==> config.mk <==
export PLATFORM = sky130hd
export DESIGN_NAME = zx_mem_top
export DESIGN_NICKNAME = d
export VERILOG_FILES = /design/src/zx_io_pkg.sv /design/src/zx_mem_pkg.sv /design/src/zx_bus_decode.sv /design/src/zx_mem_map.sv /design/src/zx_mem_top.sv /design/src/zx_port_regs.sv
export SDC_FILE = /design/constraint.sdc
export NUM_CORES = 1
export LEC_CHECK = 0
export BUFFER_PORTS_ARGS = -buffer_cell sky130_fd_sc_hd__clkbuf_2
export CORE_UTILIZATION = 25
export CTS_CLUSTER_DIAMETER = 200
export DETAILED_ROUTE_END_ITERATION = 16
export MAX_ROUTING_LAYER = met4
export SLEW_MARGIN = 20
export SYNTH_ARGS = -nofsm -noshare
export SYNTH_HDL_FRONTEND = slang
export SYNTH_HIERARCHICAL = 1
export SYNTH_SLANG_ARGS = --single-unit
export TNS_END_PERCENT = 10
==> constraint.sdc <==
create_clock -name clk_sys -period 3.33 [get_ports clk_sys]
set_clock_uncertainty 0.1 [all_clocks]
set_input_delay 0.666 -clock clk_sys [delete_from_list [all_inputs] [get_ports clk_sys]]
set_output_delay 0.666 -clock clk_sys [all_outputs]
set_load 0.02 [all_outputs]
==> src/zx_io_pkg.sv <==
// CPU I/O side of the 48K, 128K/+2 and +3 machines only; the unused enum code 3 acts as 128K
package zx_io_pkg;

	//==================================================
	// Machine model
	//==================================================

	// Must stay stable while reset is low
	typedef enum logic [1:0] {
		model_48    = 2'd0,
		model_128   = 2'd1,
		model_plus3 = 2'd2
	} model_t;

	//==================================================
	// Port decode, partial address match
	//==================================================

	localparam logic [15:0] PORT_FE_MASK    = 16'h0001; // ULA, any even port
	localparam logic [15:0] PORT_FE_MATCH   = 16'h0000;
	localparam logic [15:0] PORT_7FFD_MASK  = 16'h8002; // A15 and A1 low
	localparam logic [15:0] PORT_7FFD_MATCH = 16'h0000;
	localparam logic [15:0] PORT_1FFD_MASK  = 16'hF002; // +3 only
	localparam logic [15:0] PORT_1FFD_MATCH = 16'h1000;
	localparam int          PORT_7FFD_A14   = 14;       // Needed high on the +3

	//==================================================
	// Register bit positions
	//==================================================

	// 7FFD
	localparam int PG_RAM_LSB  = 0; // 3-bit page for slot 3
	localparam int PG_SCR_BIT  = 3;
	localparam int PG_ROM_BIT  = 4;
	localparam int PG_LOCK_BIT = 5;

	// 1FFD
	localparam int P3_SPECIAL_BIT = 0;
	localparam int P3_CFG_LSB     = 1; // 2-bit special layout
	localparam int P3_ROM_HI_BIT  = 2; // Shares bit 2 with the layout field

	// FE
	localparam int FE_BORDER_LSB = 0;
	localparam int FE_MIC_BIT    = 3;
	localparam int FE_EAR_BIT    = 4;

endpackage

==> src/zx_mem_pkg.sv <==
// Physical map of 16K pages; RAM pages 0..7 at n*16K and four ROM banks at 0x80000, no 1024K
package zx_mem_pkg;

	//==================================================
	// Widths
	//==================================================

	localparam int PHYS_AW    = 20;               // Physical address width
	localparam int PAGE_AW    = 14;               // Offset inside a 16K page
	localparam int PAGE_IDX_W = PHYS_AW - PAGE_AW; // 16K page index

	typedef logic [PHYS_AW-1:0]    phys_addr_t;
	typedef logic [PAGE_IDX_W-1:0] page_idx_t;

	typedef logic [2:0] ram_page_t; // 128K of RAM
	typedef logic [1:0] rom_bank_t; // Up to 64K of ROM

	//==================================================
	// ROM placement
	//==================================================

	// Bank 0 starts at 0x80000
	localparam page_idx_t ROM_BASE_PAGE = 6'd32;

	//==================================================
	// +3 all-RAM layouts
	//==================================================

	// Row is the 1FFD layout field, column the CPU slot
	localparam ram_page_t SPECIAL_LAYOUT [4][4] = '{
		'{3'd0, 3'd1, 3'd2, 3'd3},
		'{3'd4, 3'd5, 3'd6, 3'd7},
		'{3'd4, 3'd5, 3'd6, 3'd3},
		'{3'd4, 3'd7, 3'd6, 3'd3}
	};

	// Fixed pages of the normal map
	localparam ram_page_t SLOT1_PAGE = 3'd5; // Screen 0
	localparam ram_page_t SLOT2_PAGE = 3'd2;

	// Bank forced on the 48K model
	localparam rom_bank_t ROM_BANK_48 = 2'd1;

endpackage

==> src/zx_bus_decode.sv <==
// One write per rising edge of iorq&wr&~m1; I/O reads and the +3 FDC ports are not decoded
`timescale 1ns/1ns

module zx_bus_decode import zx_io_pkg::*; (
	input  logic        clk_sys,
	input  logic        reset,
	input  logic [15:0] addr,
	input  logic [7:0]  data,
	input  logic        iorq,
	input  logic        wr,
	input  logic        m1,
	input  model_t      model,
	output logic        wr_7ffd,
	output logic        wr_1ffd,
	output logic        wr_fe,
	output logic [7:0]  port_data
);

	logic io_wr;      // Write level from the bus
	logic io_wr_d;    // Level one cycle back
	logic io_wr_rise;
	logic sel_fe;
	logic sel_7ffd;
	logic sel_1ffd;
	logic is_plus3;

	//==================================================
	// Cycle detect
	//==================================================

	assign io_wr      = iorq & wr & ~m1; // No M1, so not an interrupt ack
	assign io_wr_rise = io_wr & ~io_wr_d;

	always_ff @(posedge clk_sys) begin
		if (reset) begin
			io_wr_d <= 1'b0;
		end else begin
			io_wr_d <= io_wr;
		end
	end

	//==================================================
	// Port select
	//==================================================

	assign is_plus3 = (model == model_plus3);

	assign sel_fe   = (addr & PORT_FE_MASK) == PORT_FE_MATCH;
	// On the +3 A14 splits 7FFD from 1FFD and the FDC ports
	assign sel_7ffd = ((addr & PORT_7FFD_MASK) == PORT_7FFD_MATCH)
		& (addr[PORT_7FFD_A14] | ~is_plus3);
	assign sel_1ffd = ((addr & PORT_1FFD_MASK) == PORT_1FFD_MATCH) & is_plus3;

	// Strobes last one cycle; FE and 7FFD may fire together
	always_ff @(posedge clk_sys) begin
		if (reset) begin
			wr_fe   <= 1'b0;
			wr_7ffd <= 1'b0;
			wr_1ffd <= 1'b0;
		end else begin
			wr_fe   <= io_wr_rise & sel_fe;
			wr_7ffd <= io_wr_rise & sel_7ffd;
			wr_1ffd <= io_wr_rise & sel_1ffd;
		end
	end

	// Byte held until the next write
	always_ff @(posedge clk_sys) begin
		if (io_wr_rise) begin
			port_data <= data;
		end
	end

endmodule

==> src/zx_mem_map.sv <==
// Paging is taken in the same cycle as the bus; no shadow, TR-DOS, MF128 or +D ROM overlays
`timescale 1ns/1ns

module zx_mem_map import zx_io_pkg::*, zx_mem_pkg::*; (
	input  logic        clk_sys,
	input  logic        reset,
	input  logic [15:0] addr,
	input  logic        mreq,
	input  logic        rd,
	input  logic        wr,
	input  model_t      model,
	input  logic [7:0]  page_reg,
	input  logic [7:0]  page_reg_plus3,
	output phys_addr_t  ram_addr,
	output logic        ram_rd,
	output logic        ram_we,
	output logic        page_scr
);

	logic [1:0] slot;       // CPU 16K slot
	logic       special;    // +3 all-RAM mode
	logic [1:0] layout;
	logic       is_rom;
	rom_bank_t  rom_bank;
	ram_page_t  ram_page;
	page_idx_t  page_idx;

	assign slot    = addr[15:14];
	assign special = (model == model_plus3) & page_reg_plus3[P3_SPECIAL_BIT];
	assign layout  = page_reg_plus3[P3_CFG_LSB +: 2];
	assign is_rom  = ~special & (slot == 2'd0);

	//==================================================
	// ROM bank
	//==================================================

	always_comb begin
		case (model)
			model_48:    rom_bank = ROM_BANK_48;
			model_plus3: rom_bank = {page_reg_plus3[P3_ROM_HI_BIT], page_reg[PG_ROM_BIT]};
			default:     rom_bank = {1'b0, page_reg[PG_ROM_BIT]}; // 128K/+2
		endcase
	end

	//==================================================
	// RAM page per slot
	//==================================================

	always_comb begin
		if (special) begin
			ram_page = SPECIAL_LAYOUT[layout][slot];
		end else begin
			case (slot)
				2'd1:    ram_page = SLOT1_PAGE;
				2'd2:    ram_page = SLOT2_PAGE;
				2'd3:    ram_page = page_reg[PG_RAM_LSB +: 3];
				default: ram_page = 3'd0; // ROM slot, page unused
			endcase
		end
	end

	// ROM banks sit above all RAM
	assign page_idx = is_rom ? (ROM_BASE_PAGE + {4'd0, rom_bank})
		: {3'd0, ram_page};

	//==================================================
	// Registered memory request
	//==================================================

	always_ff @(posedge clk_sys) begin
		ram_addr <= {page_idx, addr[PAGE_AW-1:0]};
	end

	always_ff @(posedge clk_sys) begin
		if (reset) begin
			ram_rd   <= 1'b0;
			ram_we   <= 1'b0;
			page_scr <= 1'b0;
		end else begin
			ram_rd   <= mreq & rd;
			ram_we   <= mreq & wr & ~is_rom; // ROM is write protected
			page_scr <= page_reg[PG_SCR_BIT]; // Screen 0 or 1 for video
		end
	end

endmodule

==> src/zx_mem_top.sv <==
// Active-high CPU strobes, no wait states; model may change only while reset is high
`timescale 1ns/1ns

module zx_mem_top import zx_io_pkg::*, zx_mem_pkg::*; (
	input  logic        clk_sys,
	input  logic        reset,
	input  logic [15:0] addr,
	input  logic [7:0]  data,
	input  logic        mreq,
	input  logic        iorq,
	input  logic        rd,
	input  logic        wr,
	input  logic        m1,
	input  model_t      model,
	output phys_addr_t  ram_addr,
	output logic        ram_rd,
	output logic        ram_we,
	output logic        page_scr,
	output logic [2:0]  border,
	output logic        ear,
	output logic        mic
);

	logic       wr_7ffd;
	logic       wr_1ffd;
	logic       wr_fe;
	logic [7:0] port_data;
	logic [7:0] page_reg;
	logic [7:0] page_reg_plus3;

	//==================================================
	// I/O write decode, then port registers
	//==================================================

	zx_bus_decode bus_decode_i (
		.clk_sys   (clk_sys),
		.reset     (reset),
		.addr      (addr),
		.data      (data),
		.iorq      (iorq),
		.wr        (wr),
		.m1        (m1),
		.model     (model),
		.wr_7ffd   (wr_7ffd),
		.wr_1ffd   (wr_1ffd),
		.wr_fe     (wr_fe),
		.port_data (port_data)
	);

	zx_port_regs port_regs_i (
		.clk_sys        (clk_sys),
		.reset          (reset),
		.model          (model),
		.wr_7ffd        (wr_7ffd),
		.wr_1ffd        (wr_1ffd),
		.wr_fe          (wr_fe),
		.port_data      (port_data),
		.page_reg       (page_reg),
		.page_reg_plus3 (page_reg_plus3),
		.border         (border),
		.ear            (ear),
		.mic            (mic)
	);

	// Memory side sees the raw bus
	zx_mem_map mem_map_i (
		.clk_sys        (clk_sys),
		.reset          (reset),
		.addr           (addr),
		.mreq           (mreq),
		.rd             (rd),
		.wr             (wr),
		.model          (model),
		.page_reg       (page_reg),
		.page_reg_plus3 (page_reg_plus3),
		.ram_addr       (ram_addr),
		.ram_rd         (ram_rd),
		.ram_we         (ram_we),
		.page_scr       (page_scr)
	);

endmodule

==> src/zx_port_regs.sv <==
// Paging lock is released only by reset; no read-back of 7FFD or 1FFD is provided
`timescale 1ns/1ns

module zx_port_regs import zx_io_pkg::*; (
	input  logic       clk_sys,
	input  logic       reset,
	input  model_t     model,
	input  logic       wr_7ffd,
	input  logic       wr_1ffd,
	input  logic       wr_fe,
	input  logic [7:0] port_data,
	output logic [7:0] page_reg,
	output logic [7:0] page_reg_plus3,
	output logic [2:0] border,
	output logic       ear,
	output logic       mic
);

	logic page_lock;

	//==================================================
	// Paging lock
	//==================================================

	// 48K never pages; 128K and +3 lock once bit 5 is written
	assign page_lock = (model == model_48) | page_reg[PG_LOCK_BIT];

	//==================================================
	// 7FFD
	//==================================================

	always_ff @(posedge clk_sys) begin
		if (reset) begin
			page_reg <= 8'h00;
		end else if (wr_7ffd && !page_lock) begin
			page_reg <= port_data; // Lock bit included
		end
	end

	//==================================================
	// 1FFD
	//==================================================

	// Shares the 7FFD lock
	always_ff @(posedge clk_sys) begin
		if (reset) begin
			page_reg_plus3 <= 8'h00;
		end else if (wr_1ffd && !page_lock) begin
			page_reg_plus3 <= port_data;
		end
	end

	//==================================================
	// ULA port FE
	//==================================================

	// Never locked
	always_ff @(posedge clk_sys) begin
		if (reset) begin
			border <= 3'd0;
			ear    <= 1'b0;
			mic    <= 1'b0;
		end else if (wr_fe) begin
			border <= port_data[FE_BORDER_LSB +: 3];
			ear    <= port_data[FE_EAR_BIT];
			mic    <= port_data[FE_MIC_BIT];
		end
	end

endmodule
Word level (Yosys, flattened, before mapping)

Index checks and enable logic that the tools add are counted.

Logic and storage cells: 62
Output and inout port bits: 28
Bits in registers: 47

Reductions and logical operators: 7
$lt $le $gt $ge: 2
Add/subtract/negate cells: 1
Equal/unequal tests: 5
Bitwise operators: 22
Multiplexer cells: 10

Operators by type and width:

| operator                                                 | count |
|---|---|
| logical NOT 16 bit                                       | 2 |
| binary-select mux 12 bit (select 2 bit)                  | 1 |
| two-way mux 12 bit                                       | 2 |
| bitwise AND 1 bit                                        | 13 |
| two-way mux 3 bit                                        | 4 |
| case mux 3 bit (3 select lines)                          | 1 |
| adder 6 x 2 -> 6 bit, first input constant               | 1 |
| binary-select mux 3 bit (select 2 bit)                   | 1 |
| == test 2 bit, second input constant                     | 3 |
| greater-or-equal comparator 3 bit, second input constant | 2 |
| inverter 2 -> 3 bit                                      | 2 |
| == test 5 x 2 -> 1 bit, second input constant            | 1 |
| inverter 1 bit                                           | 5 |
| logical NOT 2 bit                                        | 2 |
| case mux 2 bit (2 select lines)                          | 1 |
| == test 2 x 1 -> 1 bit, second input constant            | 1 |
| logical AND 1 bit                                        | 2 |
| OR 1 bit                                                 | 2 |
| logical NOT 1 bit                                        | 1 |

Depth between registers and ports, before layout

Depth after elaboration: 9
Mapped depth: 4
Mapped depth without buffers: 3

Hierarchy

The synthesis kept the hierarchy.

Modules (own cells, without submodules):

| module        | times used | cells each | seq. area each (um^2) | area each (um^2) |
|---|---|---|---|---|
| zx_port_regs  | 1          | 82         | 420.4                 | 870.8 |
| zx_mem_map    | 1          | 45         | 420.4                 | 599.3 |
| zx_bus_decode | 1          | 21         | 320.3                 | 405.4 |

Worst setup path after synthesis

No wires, ideal clock.

Path type: input-to-reg
Start: input port m1
End: register bus_decode_i.port_data[0] (enable)
Data required time: 2,906 ps
Path slack: 1,826 ps
Setup time: 324 ps
Buffers on the path: 0
Cell stages on the path: 2
Arrival time: 1,080 ps
Cell sequence: nand4bb_4 > inv_1

Word-level cells in the longest chain between the ends: 3

RTL lines:

| element                     | RTL line            | RTL |
|---|---|---|
| start, declared             | zx_mem_top.sv:13    | `input logic m1,` |
| inverter 1 bit              | zx_bus_decode.sv:31 | `assign io_wr = iorq & wr & ~m1;` |
| bitwise AND 1 bit           | zx_bus_decode.sv:31 |  |
| bitwise AND 1 bit           | zx_bus_decode.sv:32 | `assign io_wr_rise = io_wr & ~io_wr_d;` |
| net bus_decode_i.io_wr_rise | zx_bus_decode.sv:21 | `logic io_wr_rise;` |
| end signal, assigned        | zx_bus_decode.sv:70 | `port_data <= data;` |
| end, declared               | zx_bus_decode.sv:16 | `output logic [7:0] port_data` |

The timed path passes the listed nets, and every way through them passes these cells.
A chain may end at the register's enable or synchronous reset.

Final worst setup path

Start: register port_regs_i.ear
End: output port ear

RTL lines:

| element                | RTL line           | RTL |
|---|---|---|
| start, declared        | zx_port_regs.sv:15 | `output logic ear,` |
| start signal, assigned | zx_port_regs.sv:65 | `ear <= port_data[FE_EAR_BIT];` |
| end, declared          | zx_mem_top.sv:20   | `output logic ear,` |

No word-level cell between the ends.

==> flow_summary.ini <==
[clock_tree]
cts_tree = yes
cts_root_buf = clkbuf_8
ctsResizeCount = 0
cts_inserted_buffers = 5
clockBufferDepth = 2
cts_max_level = 2
ctsHoldBuffers = 0
clock-sinks = 45
clkTransAtPathRegs_ns = 0.09
clk_latency_ns = 0.30
post-cts-setup-buffers = 0

[place]
place_congestion = 0.691
port_buffers = 56
place_hpwl_um = 2050

[job]
cap_viol_max_count = 0

[worst_setup_path]
cp-start-kind = flop
ff2ff_path_depth = 3
r2r-start = port_regs_i/page_reg_plus3[0]
max_stage_delay_ns = 0.36
critPathMaxFanout = 2
r2r_setup_slack_ns = 2.05
r2r-end = mem_map_i/ram_addr[16]
end_kind = output port
critPathKind = reg2out
cp.arrival_ns = 0.83
cp_cell_sequence = clkbuf_2
cp.required_ns = 2.56
cp_slowest_cell = dfxtp_1
path_buf_inv = 1
crit_family = flip-flops

[floorplanning]
io_pins = 61
core_mm2 = 0.00592
die_h_um = 80.6
die_area_mm2 = 0.00649
num_rows = 28
start_util_pct = 26.1
die_x_um = 80.6

[routing]
top_layer_used = met4
route.detailed.drc = 0
routed_via_density = 4.00
wl_per_cell_um = 10.8
dr_wl_met3_um = 189
wl_met2_um = 1190
wl_met1_um = 1320
drt_iter0_drc = 17
drt_first_pass_iters = 4
wirelength_um = 2730
via_count = 1012
ant_nets = 0

[worst_hold_path]
hold_class = in2reg
whs_path_depth = 1
min_from = addr[2]
min_to = mem_map_i/ram_addr[2]

[power]
peakVddDrop_v = 0.000195
clockPowerShare_pct = 38.1
swShare_pct = 23.6
pwr-share-seq_pct = 54.6
p_int_mw = 0.799
p_leak_nw = 0.861
power_mw = 1.05
p_switching_mw = 0.247
power_density_mw_per_mm2 = 531
combPwrFrac_pct = 7.3

[timing]
fmax_ghz = 0.625
whs_ns = 0.356
rsz0062_at_grt = no
setup_viol = 0
slew_viol_final = 0
hold_viol_final = 0
setup-tns-final_ns = 0
fin_crit_ns = 1.60
finalCritPeriodShare_pct = 48.1

[cells_and_area]
syn_to_final_growth_pct = 27.7
final_cell_mix = clkbuf_2 (56), dfxtp_1 (39), nand2b_1 (14), mux2i_1 (14), nor2_1 (10)
num_antenna_cells = 0
final_common_cell = clkbuf_2
final_layout_size_suffix_gt1_share_pct = 40.4
fillers = 598
largest_register_ffs = 18
fin_util_pct = 33.3
nets = 210

[yosys]
syn-cell-area_mm2 = 0.00154
syn_inst = 122
ys.warnings.count = 6
avgSynthCellArea_um2 = 12.6

[global_routing]
antenna_found_initial = 0
grt_pass1_wl_um = 4470
grt_pass1_vias = 941
grt-ovfl-total = 0
grt_usage_pct = 9.63
grt_max_degree = 26

[run_status]
outcome = finished, final reports clean
[cell type report]
class | instances | area, um^2 | share of cell area (%)
flip-flops and latches | 45 | 961 | 48.8
repair buffers | 56 | 280 | 14.2
multi-input cells | 68 | 517 | 26.2
well taps | 75 | 93.8 | 4.76
inverters | 1 | 3.75 | 0.191
clock buffers | 6 | 93.8 | 4.76
clock inverters | 2 | 20.0 | 1.02
[power groups by stage]
stage	sequential (mW)	clock [mW]	combinational, mW
final	0.571	0.399	0.0767
after global routing	0.573	0.438	0.0846
after CTS	0.572	0.416	0.0783
after detailed placement	0.584	0	0.0781
after global placement	0.584	0	0.0777
after floorplan	0.601	0	0.0245
[layer usage]
layer,track usage [%],up-vias
met1,12.4,456
li1,-,517
met2,13.1,35
met5,-,-
met3,3.07,4
met4,5.36,0
[worst max-delay path by stage]
stage | cells past startpoint | start | slack, ns | endpoint
global route | 1 | port_regs_i/border[2] | 1.67 | border[2]
finish | 1 | port_regs_i/ear | 1.73 | ear
CTS | 1 | port_regs_i/border[2] | 1.71 | border[2]
detailed placement | 4 | model[0] | 1.58 | mem_map_i/ram_addr[16]
floorplan | 4 | model[0] | 1.86 | mem_map_i/ram_addr[16]
global placement | 4 | model[0] | 1.59 | mem_map_i/ram_addr[16]
[per-stage QoR]
| step | area [um^2] | setup WS [ns] | cells |
|---|---|---|---|
| 2_1_floorplan | 1550 | 1.86 | 123 |
| 3_3_place_gp | 1860 | 1.59 | 245 |
| 3_5_place_dp | 1860 | 1.58 | 245 |
| 4_1_cts | 1970 | 1.71 | 253 |
| 5_1_grt | 1970 | 1.67 | 253 |
| 6_report | 1970 | 1.73 | 253 |
(Power assumes the default switching activity.)
